**config.mk**
```make
export PLATFORM = sky130hd
export DESIGN_NAME = control_unit
export DESIGN_NICKNAME = d
export VERILOG_FILES = /design/src/rtl/mc_pkg.sv /design/src/rtl/control_unit.sv
export SDC_FILE = /design/constraint.sdc
export NUM_CORES = 1
export LEC_CHECK = 0
export ABC_AREA = 1
export BUFFER_PORTS_ARGS = -buffer_cell sky130_fd_sc_hd__clkbuf_2
export CORE_AREA = 2 2 39 41
export CTS_CLUSTER_SIZE = 25
export DETAILED_ROUTE_END_ITERATION = 8
export DIE_AREA = 0 0 41 43
export SLEW_MARGIN = 20
export SYNTH_ARGS = -nofsm -noshare
export SYNTH_HDL_FRONTEND = slang
export SYNTH_SLANG_ARGS = --single-unit
export TNS_END_PERCENT = 5
```
**constraint.sdc**
```tcl
create_clock -name clk -period 3 [get_ports clk]
set_input_delay 0.6 -clock clk [delete_from_list [all_inputs] [get_ports clk]]
set_output_delay 0.6 -clock clk [all_outputs]
set_load 0.02 [all_outputs]
```
**src/rtl/mc_pkg.sv**
```systemverilog
package mc_pkg;

    parameter int xlen = 32;

    typedef enum logic [6:0] {
        op_rtype  = 7'b0110011,
        op_itype  = 7'b0010011,
        op_load   = 7'b0000011,
        op_store  = 7'b0100011,
        op_branch = 7'b1100011
    } opcode_t;

    typedef enum logic [2:0] {
        st_fetch          = 3'd0,
        st_decode         = 3'd1,
        st_execute        = 3'd2,
        st_mem_access     = 3'd3,
        st_load_writeback = 3'd4
    } state_t;

    typedef enum logic [1:0] {
        alu_add     = 2'd0, // addresses and pc
        alu_sub_cmp = 2'd1, // branch compare
        alu_funct   = 2'd2  // from funct3/funct7
    } alu_class_t;

    typedef struct packed {
        logic       pc_write;
        logic       pc_write_cond;
        logic       branch_ne;
        logic       i_or_d;
        logic       mem_read;
        logic       mem_write;
        logic       ir_write;
        logic       reg_write;
        logic       mem_to_reg;
        logic       pc_source;
        alu_class_t alu_class;
        logic       alu_src_a;  // 0 pc, 1 a
        logic [1:0] alu_src_b;  // 0 b, 1 four, 2 imm
    } ctrl_t;

endpackage

```
**src/rtl/control_unit.sv**
```systemverilog
module control_unit (
    input  logic            clk,
    input  logic            reset,
    input  mc_pkg::opcode_t opcode,
    input  logic [2:0]      funct3,
    output mc_pkg::ctrl_t   ctrl,
    output logic            retire
);

    mc_pkg::state_t state;
    mc_pkg::state_t state_next;

    always_ff @(posedge clk) begin
        if (reset) begin
            state <= mc_pkg::st_fetch;
        end else begin
            state <= state_next;
        end
    end

    always_comb begin
        state_next = mc_pkg::st_fetch;
        case (state)
            mc_pkg::st_fetch:  state_next = mc_pkg::st_decode;
            mc_pkg::st_decode: state_next = mc_pkg::st_execute;
            mc_pkg::st_execute: begin
                case (opcode)
                    mc_pkg::op_rtype, mc_pkg::op_itype,
                    mc_pkg::op_load, mc_pkg::op_store: state_next = mc_pkg::st_mem_access;
                    default:                           state_next = mc_pkg::st_fetch;
                endcase
            end
            mc_pkg::st_mem_access: begin
                if (opcode == mc_pkg::op_load) begin
                    state_next = mc_pkg::st_load_writeback;
                end
            end
            default: state_next = mc_pkg::st_fetch;
        endcase
    end

    always_comb begin
        ctrl = '0;
        retire = 1'b0;
        if (!reset) begin // hold all enables low in reset
            case (state)
                mc_pkg::st_fetch: begin
                    ctrl.mem_read = 1'b1;
                    ctrl.ir_write = 1'b1;
                    ctrl.pc_write = 1'b1;
                    ctrl.alu_src_b = 2'd1; // pc + 4
                end
                mc_pkg::st_decode: begin
                    ctrl.alu_src_b = 2'd2; // branch target into aluout
                end
                mc_pkg::st_execute: begin
                    case (opcode)
                        mc_pkg::op_rtype: begin
                            ctrl.alu_src_a = 1'b1;
                            ctrl.alu_class = mc_pkg::alu_funct;
                        end
                        mc_pkg::op_itype: begin
                            ctrl.alu_src_a = 1'b1;
                            ctrl.alu_src_b = 2'd2;
                            ctrl.alu_class = mc_pkg::alu_funct;
                        end
                        mc_pkg::op_load, mc_pkg::op_store: begin
                            ctrl.alu_src_a = 1'b1;
                            ctrl.alu_src_b = 2'd2;
                        end
                        mc_pkg::op_branch: begin
                            ctrl.alu_src_a = 1'b1;
                            ctrl.alu_class = mc_pkg::alu_sub_cmp;
                            ctrl.pc_write_cond = 1'b1;
                            ctrl.pc_source = 1'b1;
                            ctrl.branch_ne = funct3[0];
                            retire = 1'b1;
                        end
                        default: retire = 1'b1; // unknown opcode, no effect
                    endcase
                end
                mc_pkg::st_mem_access: begin
                    case (opcode)
                        mc_pkg::op_load: begin
                            ctrl.mem_read = 1'b1;
                            ctrl.i_or_d = 1'b1;
                        end
                        mc_pkg::op_store: begin
                            ctrl.mem_write = 1'b1;
                            ctrl.i_or_d = 1'b1;
                            retire = 1'b1;
                        end
                        default: begin
                            ctrl.reg_write = 1'b1;
                            retire = 1'b1;
                        end
                    endcase
                end
                mc_pkg::st_load_writeback: begin
                    ctrl.reg_write = 1'b1;
                    ctrl.mem_to_reg = 1'b1;
                    retire = 1'b1;
                end
                default: ;
            endcase
        end
    end

endmodule

```
==> impl_metrics.json <==
{
  "overflow": 0,
  "worst_pin_slew_ns": 0.216,
  "first_global_vias": 356,
  "areaGrowthSynthToFinish_pct": 40.6,
  "fin_setup_tns_ns": 0,
  "cts_tree": "done",
  "final-hold-violation-count": 0,
  "layout_common_cells": "25 x clkbuf_2, 13 x nand2_1, 12 x inv_1",
  "cp_top_family": "simple AND/OR/NAND/NOR gates",
  "worst_clock_skew_ns": 0.00262,
  "finalSetupViolations": 0,
  "grt_pass1_wl_um": 1310,
  "path_max_fanout": 5,
  "synth_top_family_by_area": "simple AND/OR/NAND/NOR gates",
  "wl_per_cell_um": 7.65,
  "cts-resized-gates": 0,
  "hp-start": "state[0]",
  "dr.pass1.iters": 3,
  "vias": 425,
  "synth-simple-area-share": 0.543,
  "outcome": "complete, no violations",
  "hp-class": "reg2reg",
  "required_ns": 2.40,
  "fin_crit_ns": 2.04,
  "rows": 14,
  "holdPathEnd": "state[2]",
  "drv_slew": 0,
  "ant_nets": 0,
  "seq_area_um2": 60.1,
  "power.total_mw": 0.161,
  "top_register": "state",
  "critical_path_arrival_ns": 1.44,
  "period_share": 0.680,
  "grt_setup_unrepaired": "no",
  "syn-num-nets": 74,
  "cpPeakStageDelay_ns": 0.20,
  "synth_area_leaders": "dfxtp_1 17%, nand2_1 14%, inv_1 13%",
  "hold_buffers": 0,
  "largest_reg_flops": 3,
  "hold_depth": 2,
  "ctsRootBufferMaster": "clkbuf_4",
  "crit_start": "opcode[2]",
  "multiInputGateArea_um2": 209,
  "cts_made_buffers": 3,
  "place_ws_ns": 0.939,
  "clock_latency_ns": 0.23,
  "drc_errors": 0,
  "finish.instance_area_um2": 489,
  "ios": 28,
  "post_cts_buffers": 0,
  "die_h_um": 43,
  "synth_seq_area_share": 0.173,
  "r2r_slack_ns": 2.13,
  "clock-sinks": 3,
  "netlist_area_um2": 348,
  "synth_compound_area_frac": 0.0576,
  "ir_drop_mv": 0.0952,
  "coreArea_um2": 1380,
  "power_density_nw_per_um2": 329,
  "grt_max_degree": 6,
  "r2r_end": "state[1]",
  "cp_cell_sequence": "clkbuf_2, inv_1, nand2_1, nor2_2, nand2_2, nor2_1, clkbuf_2",
  "setup_slack_ns": 0.961,
  "cpMostUsedCell": "clkbuf_2",
  "place_hpwl_um": 712,
  "dp.cells": 99,
  "reg2reg_from": "state[1]",
  "drive_gt1_frac": 0.425,
  "cp.depth": 7,
  "vias_per_cell": 4.13,
  "synthAdderAreaFrac": 0,
  "h-tree-depth": 1,
  "clk_pin_slew_worst_paths_ns": 0.04,
  "grt_antenna_before_repair": 0,
  "max_freq_mhz": 490,
  "antenna_cells": 0,
  "die_w_um": 41,
  "drt_iter0_markers": 3,
  "start_util": 0.251,
  "holdWs_ns": 0.533,
  "relSlewSlack": 0.856,
  "yosysTopAreaCellShare": 0.173,
  "yosysWarnings": 0,
  "clock_path_buffers": 2,
  "fillCellCount": 170,
  "gp_congestion": 0.746,
  "syn_avg_cell_area_um2": 5.61,
  "netlist_instances": 62,
  "routed_wl_um": 788,
  "end_kind": "primary output",
  "max_cap_viol_count": 0,
  "ys_seq_elements": 3,
  "placed_area_um2": 463,
  "cp_slowest_cell": "clkbuf_2",
  "final_common_cell": "clkbuf_2",
  "fin_util": 0.354,
  "final_nets": 100,
  "p_leak_nw": 0.291,
  "grt_usage": 0.109,
  "portBuffers": 25,
  "die_area_um2": 1760,
  "r2r_cells": 4,
  "synth.mux.area_fraction": 0,
  "critPathLaunchType": "input pin",
  "fin_cells": 103,
  "crit_buf_inv": 3,
  "synth_cell_types": 15,
  "synth_area_leader_cell": "dfxtp_1",
  "reg_top3": "state (3)",
  "worstSetupPathType": "in2out",
  "synth_xor_area_frac": 0
}
routing by layer:
metal / global-route usage / routed length, µm / vias to the layer above
li1: - / - / 232
met1: 0.131 / 317 / 179
met2: 0.156 / 397 / 14
met3: 0.0157 / 73 / 0
met4: 0.100 / 0 / 0
met5: 0 / 0 / -
power by group:
group / switching, mW / internal (mW) / leakage (nW) / total (mW)
clock network: 0.0216 / 0.0499 / 0.0150 / 0.0715
registers: 0.00224 / 0.0424 / 0.0246 / 0.0447
logic: 0.0290 / 0.0158 / 0.251 / 0.0449
total: 0.0529 / 0.108 / 0.291 / 0.161
worst min-delay path: stages (launching register included):
cell,delay (ns)
dfxtp_1,0.32
nand3_2,0.11
nor2_1,0.05
cell families (layout without fill, tap and decap cells):
| group | after synthesis | in the layout |
|---|---|---|
| DFF | 3 | 3 |
| AOI/OAI and AO/OA | 4 | 4 |
| buffers and inverters | 17 | 42 |
| and+or+nand+nor | 38 | 38 |
area by class of cell:
| type | count | area share |
|---|---|---|
| clock buffers | 4 | 0.0537 |
| multi-input cells | 42 | 0.427 |
| flip-flops and latches | 3 | 0.123 |
| inverters | 13 | 0.0997 |
| repair buffers | 25 | 0.256 |
| well taps | 16 | 0.0409 |
synth_stat cells, drive strengths merged:
master and n:
o21ai 3, dfxtp 3, a21oi 1, inv 13
nor3 2, nand3 6, nand2 15, buf 4
nand3b 1, nor2 14
worst max-delay path by stage:
stage / endpoint
floorplan: ctrl[13]
global placement: ctrl[5]
detailed placement: ctrl[3]
CTS: ctrl[3]
global route: ctrl[5]
finish: ctrl[3]
Power figures use the tool's default switching activity.
