File: src/rtl/mc_pkg.sv
package mc_pkg;

    parameter int xlen = 32;

    typedef enum logic [6:0] {
        op_rtype  = 7'b0110011,
        op_itype  = 7'b0010011,
        op_load   = 7'b0000011,
        op_store  = 7'b0100011,
        op_branch = 7'b1100011
    } opcode_t;

    typedef enum logic [2:0] {
        st_fetch          = 3'd0,
        st_decode         = 3'd1,
        st_execute        = 3'd2,
        st_mem_access     = 3'd3,
        st_load_writeback = 3'd4
    } state_t;

    typedef enum logic [1:0] {
        alu_add     = 2'd0, // addresses and pc
        alu_sub_cmp = 2'd1, // branch compare
        alu_funct   = 2'd2  // from funct3/funct7
    } alu_class_t;

    typedef struct packed {
        logic       pc_write;
        logic       pc_write_cond;
        logic       branch_ne;
        logic       i_or_d;
        logic       mem_read;
        logic       mem_write;
        logic       ir_write;
        logic       reg_write;
        logic       mem_to_reg;
        logic       pc_source;
        alu_class_t alu_class;
        logic       alu_src_a;  // 0 pc, 1 a
        logic [1:0] alu_src_b;  // 0 b, 1 four, 2 imm
    } ctrl_t;

endpackage

File: src/rtl/alu.sv
module alu (
    input  logic [mc_pkg::xlen-1:0] a,
    input  logic [mc_pkg::xlen-1:0] b,
    input  mc_pkg::alu_class_t      alu_class,
    input  logic [2:0]              funct3,
    input  logic                    funct7_5,
    output logic [mc_pkg::xlen-1:0] result,
    output logic                    zero
);

    typedef enum logic [2:0] {
        op_add, op_sub, op_and, op_or, op_xor, op_slt
    } alu_op_t;

    alu_op_t op;

    always_comb begin
        op = op_add;
        case (alu_class)
            mc_pkg::alu_sub_cmp: op = op_sub;
            mc_pkg::alu_funct: begin
                case (funct3)
                    3'b000:  op = funct7_5 ? op_sub : op_add;
                    3'b010:  op = op_slt;
                    3'b100:  op = op_xor;
                    3'b110:  op = op_or;
                    3'b111:  op = op_and;
                    default: op = op_add;
                endcase
            end
            default: op = op_add;
        endcase
    end

    always_comb begin
        case (op)
            op_sub:  result = a - b;
            op_and:  result = a & b;
            op_or:   result = a | b;
            op_xor:  result = a ^ b;
            op_slt:  result = {{(mc_pkg::xlen-1){1'b0}}, $signed(a) < $signed(b)};
            default: result = a + b;
        endcase
    end

    assign zero = (result == '0);

endmodule

File: src/rtl/register_file.sv
module register_file (
    input  logic                    clk,
    input  logic                    reset,
    input  logic [4:0]              rs1,
    input  logic [4:0]              rs2,
    input  logic [4:0]              rd,
    input  logic                    we,
    input  logic [mc_pkg::xlen-1:0] wdata,
    output logic [mc_pkg::xlen-1:0] rdata1,
    output logic [mc_pkg::xlen-1:0] rdata2
);

    logic [mc_pkg::xlen-1:0] regs [32];

    always_ff @(posedge clk) begin
        if (reset) begin
            for (int i = 0; i < 32; i++) begin
                regs[i] <= '0;
            end
        end else if (we && rd != 5'd0) begin // x0 stays zero
            regs[rd] <= wdata;
        end
    end

    assign rdata1 = regs[rs1];
    assign rdata2 = regs[rs2];

endmodule

File: src/rtl/datapath.sv
module datapath (
    input  logic                    clk,
    input  logic                    reset,
    input  mc_pkg::ctrl_t           ctrl,
    input  logic [mc_pkg::xlen-1:0] mem_rdata,
    output mc_pkg::opcode_t         opcode,
    output logic [2:0]              funct3,
    output logic [mc_pkg::xlen-1:0] mem_addr,
    output logic [mc_pkg::xlen-1:0] mem_wdata,
    output logic [mc_pkg::xlen-1:0] pc
);

    logic [mc_pkg::xlen-1:0] ir;
    logic [mc_pkg::xlen-1:0] mdr;
    logic [mc_pkg::xlen-1:0] a_reg;
    logic [mc_pkg::xlen-1:0] b_reg;
    logic [mc_pkg::xlen-1:0] alu_out;
    logic [mc_pkg::xlen-1:0] rdata1;
    logic [mc_pkg::xlen-1:0] rdata2;
    logic [mc_pkg::xlen-1:0] imm;
    logic [mc_pkg::xlen-1:0] src_a;
    logic [mc_pkg::xlen-1:0] src_b;
    logic [mc_pkg::xlen-1:0] alu_result;
    logic [mc_pkg::xlen-1:0] wb_data;
    logic                    zero;
    logic                    funct7_5;
    logic                    pc_en;

    assign opcode = mc_pkg::opcode_t'(ir[6:0]);
    assign funct3 = ir[14:12];
    assign funct7_5 = ir[30] && (opcode == mc_pkg::op_rtype); // no sub for addi

    always_comb begin
        case (opcode)
            mc_pkg::op_store:  imm = {{20{ir[31]}}, ir[31:25], ir[11:7]};
            mc_pkg::op_branch: imm = {{19{ir[31]}}, ir[31], ir[7], ir[30:25], ir[11:8], 1'b0};
            default:           imm = {{20{ir[31]}}, ir[31:20]};
        endcase
    end

    assign src_a = ctrl.alu_src_a ? a_reg : pc;

    always_comb begin
        case (ctrl.alu_src_b)
            2'd0:    src_b = b_reg;
            2'd1:    src_b = mc_pkg::xlen'(4);
            default: src_b = imm;
        endcase
    end

    alu u_alu (
        .a         (src_a),
        .b         (src_b),
        .alu_class (ctrl.alu_class),
        .funct3    (funct3),
        .funct7_5  (funct7_5),
        .result    (alu_result),
        .zero      (zero)
    );

    assign wb_data = ctrl.mem_to_reg ? mdr : alu_out;

    register_file u_regs (
        .clk    (clk),
        .reset  (reset),
        .rs1    (ir[19:15]),
        .rs2    (ir[24:20]),
        .rd     (ir[11:7]),
        .we     (ctrl.reg_write),
        .wdata  (wb_data),
        .rdata1 (rdata1),
        .rdata2 (rdata2)
    );

    // beq taken on zero, bne on nonzero
    assign pc_en = ctrl.pc_write || (ctrl.pc_write_cond && (zero ^ ctrl.branch_ne));

    always_ff @(posedge clk) begin
        if (reset) begin
            pc <= '0;
            ir <= '0;
        end else begin
            if (pc_en) begin
                pc <= ctrl.pc_source ? alu_out : alu_result;
            end
            if (ctrl.ir_write) begin
                ir <= mem_rdata;
            end
        end
    end

    always_ff @(posedge clk) begin
        if (ctrl.mem_read) begin
            mdr <= mem_rdata;
        end
        a_reg   <= rdata1;
        b_reg   <= rdata2;
        alu_out <= alu_result;
    end

    assign mem_addr  = ctrl.i_or_d ? alu_out : pc;
    assign mem_wdata = b_reg;

endmodule

File: config.mk
export PLATFORM = sky130hd
export DESIGN_NAME = datapath
export DESIGN_NICKNAME = d
export VERILOG_FILES = /design/src/rtl/mc_pkg.sv /design/src/rtl/alu.sv /design/src/rtl/register_file.sv /design/src/rtl/datapath.sv
export SDC_FILE = /design/constraint.sdc
export NUM_CORES = 2
export LEC_CHECK = 0
export BUFFER_PORTS_ARGS = -buffer_cell sky130_fd_sc_hd__clkbuf_2
export CAP_MARGIN = 0
export CORE_ASPECT_RATIO = 1.25
export CORE_MARGIN = 5
export CORE_UTILIZATION = 40
export DETAILED_ROUTE_END_ITERATION = 8
export PLACE_DENSITY = 0.53
export SLEW_MARGIN = 30
export SYNTH_ARGS = -nofsm -noshare
export SYNTH_HDL_FRONTEND = slang
export SYNTH_SLANG_ARGS = --single-unit
export TNS_END_PERCENT = 50
File: constraint.sdc
create_clock -name clk -period 8.5 [get_ports clk]
set_input_delay 0.85 -clock clk [delete_from_list [all_inputs] [get_ports clk]]
set_output_delay 0.85 -clock clk [all_outputs]
set_load 0.05 [all_outputs]
==> out/results.ini <==
[cells_and_area]
regMostFlops = u_regs.regs
stdcell_count = 6975
drive_gt1_share_pct = 29.1
layout-area-overhead-vs-synth_pct = 12.0
final_common_cell = nor2_1
final_cell_mix = nor2_1 (1135), edfxtp_1 (1056), mux4_2 (640)
nets = 4847
largest_register_ffs = 1024
fin_area_um2 = 72400

[sta]
grt_setup_unrepaired = no
setup_viol = 0
min_period_ns = 7.41
timing.final.hold_violations = 0
fmax_mhz = 135
setup_slack_ns = 1.09
relSlewSlack_pct = 33.9
post-route-period-util_pct = 87.2
tns_ns = 0
fin_skew_ns = 0.0441
slew_viol_final = 0
worst_pin_slew_ns = 0.986

[drt]
wirelength_um = 238000
routed-via-count = 42800
drtIter0Drc = 4594
vias_per_cell = 6.13
drtAntennaViolNets = 0
wire_per_inst_um = 34.1
dr.pass1.iters = 5
drc_errors = 0

[global_route]
grt_overflow_total = 0
grt_pass1_wl_um = 331000
antenna_found_initial = 15
grt_pass1_vias = 43200
grt_max_degree = 121
grt_usage_pct = 27.6

[place]
numPortBuffers = 153
dpl_cell_area_um2 = 68600
place_inst = 6742
place_hpwl_um = 147000
dp_slack_ns = 1.15
gp_congestion = 0.927

[floorplan]
num_rows = 165
io_pins = 155
die_y_um = 460
core_area_um2 = 161000
start_util_pct = 40.1
fp.dieW_um = 370
die_area_um2 = 170000

[synth]
ys_async_sr_fraction_pct = 0
synth_top_family_by_area = multiplexers
synth_warnings = 0
ys_seq_area_share_pct = 54.0
synthAdderAreaFrac_pct = 1.99
yosys.area_share.simple_pct = 9.57
syn_area_um2 = 64700
ys_ff_latch = 1216
syn_inst = 4691
synthDistinctLibCells = 88
synth_edf_count = 1056
synth-compound-area-share_pct = 4.19
muxShareOfSynthArea_pct = 26.6
ys.flop_type = edfxtp_1
syn_avg_cell_area_um2 = 13.8
synthXorXnorAreaFrac_pct = 0.163

[critical_path]
cp.required_ns = 9.16
path_max_fanout = 26
regToRegStartpoint = ir[5]
crit_type = reg -> reg
r2r_slack_ns = 1.09
r2r_cells = 21
cp_data_arrival_time_ns = 8.07
worstSetupEndpointType = register
crit_path_start_kind = register
r2r_end = pc[0]

[status]
outcome = complete, no violations

[cts]
cts_max_level = 3
clkSinkCount = 1216
clk_latency_ns = 0.78
holdBufCountCts = 0
cts_resized = 0
cts_made_buffers = 121
path_clk_slew_ns = 0.06
clockBufferDepth = 3
postCtsSetupRepairBufs = 0
cts_tree = done
cts-root-buf = clkbuf_16

[run]
cap_violations = 0

[pwr]
cellLeakagePower_nw = 25.2
p_per_area_nw_per_um2 = 231
peakVddDrop_v = 0.000167

[min_path]
hp-class = in -> reg
hold_path_end = mdr[14]
min_from = mem_rdata[14]
hold_depth = 1

==> report_power, final <==
part / total, mW / internal (mW) / switching [mW]
sequential: 7.24 / 6.85 / 0.388
clock: 5.23 / 2.82 / 2.41
combinational: 4.23 / 1.47 / 2.76
==> worst max-delay path by stage <==
stage,from,end,slack [ns]
after floorplan,ctrl[2],pc[10],2.44
after global placement,ir[5],pc[0],1.16
after detailed placement,ir[5],pc[0],1.15
after CTS,ir[5],pc[0],1.13
after global routing,ir[5],pc[0],0.82
final,ir[5],pc[0],1.09
==> through the flow <==
stage	util, %	total power, mW	hold slack (ns)
floorplan	-	9.87	0.461
global placement	42.2	11.4	0.482
detailed placement	42.6	11.5	0.501
CTS	44.9	16.7	0.222
global route	44.9	17.3	0.274
finish	44.9	16.7	0.283
==> area by class of cell <==
class | count | area (um^2)
clock inverter | 69 | 479
tap | 2171 | 2720
inverter | 108 | 405
clock buffer | 157 | 3270
timing repair buffer | 309 | 2370
multi-input combinational | 2941 | 28200
antenna | 4 | 10.0
sequential | 1216 | 34900
fill | 14400 | 88800
==> cell families (layout without fill, tap and decap cells) <==
logic type,count (synthesis),in the layout
and+or+nand+nor,1500,1500
DFF,1216,1216
muxes,893,893
buffers and inverters,565,643
AOI/OAI and AO/OA,402,402
adders and majority gates,102,102
xor gates and xnor gates,12,12
other,1,36
==> metal layers <==
layer / wire, um / GRT usage [%]
met5: 24 / 0
met1: 88100 / 34.0
met3: 16800 / 3.71
met2: 122000 / 48.7
met4: 11000 / 11.7
==> critical path, stage by stage, from the launching register on <==
cell	delay, ns
dfxtp_1	0.34
nor4bb_1	0.79
nand3b_1	0.53
o21ai_0	0.35
a22o_1	0.29
ha_1	0.27
inv_1	0.09
fa_1	0.46
nand2b_1	0.21
a21oi_1	0.46
o21ai_0	0.35
o211ai_1	0.60
a211oi_1	0.16
buf_4	0.20
o211ai_1	0.20
nand3b_1	0.10
a311o_1	0.47
nor4_4	0.32
a31oi_1	0.10
and4bb_2	0.35
buf_12	0.23
mux2_2	0.37
==> Yosys cell counts, drive strengths merged, types with 15 or more instances <==
library cell	n	share of area [%]
edfxtp	1056	49
nor2b	44	0.43
mux2	150	2.8
nand3	27	0.21
clkbuf	355	2.1
o211ai	31	0.36
ha	99	1.9
mux2i	103	1.6
nand2b	15	0.15
a211oi	30	0.36
mux4	640	22
dfxtp	160	5.0
nor3	34	0.28
inv	108	0.63
nand2	153	0.89
nor2	1139	6.6
o21ai	61	0.47
a21oi	109	0.85
o31ai	15	0.17
buf	102	0.77
a21o	26	0.30
Power figures use the tool's default switching activity.
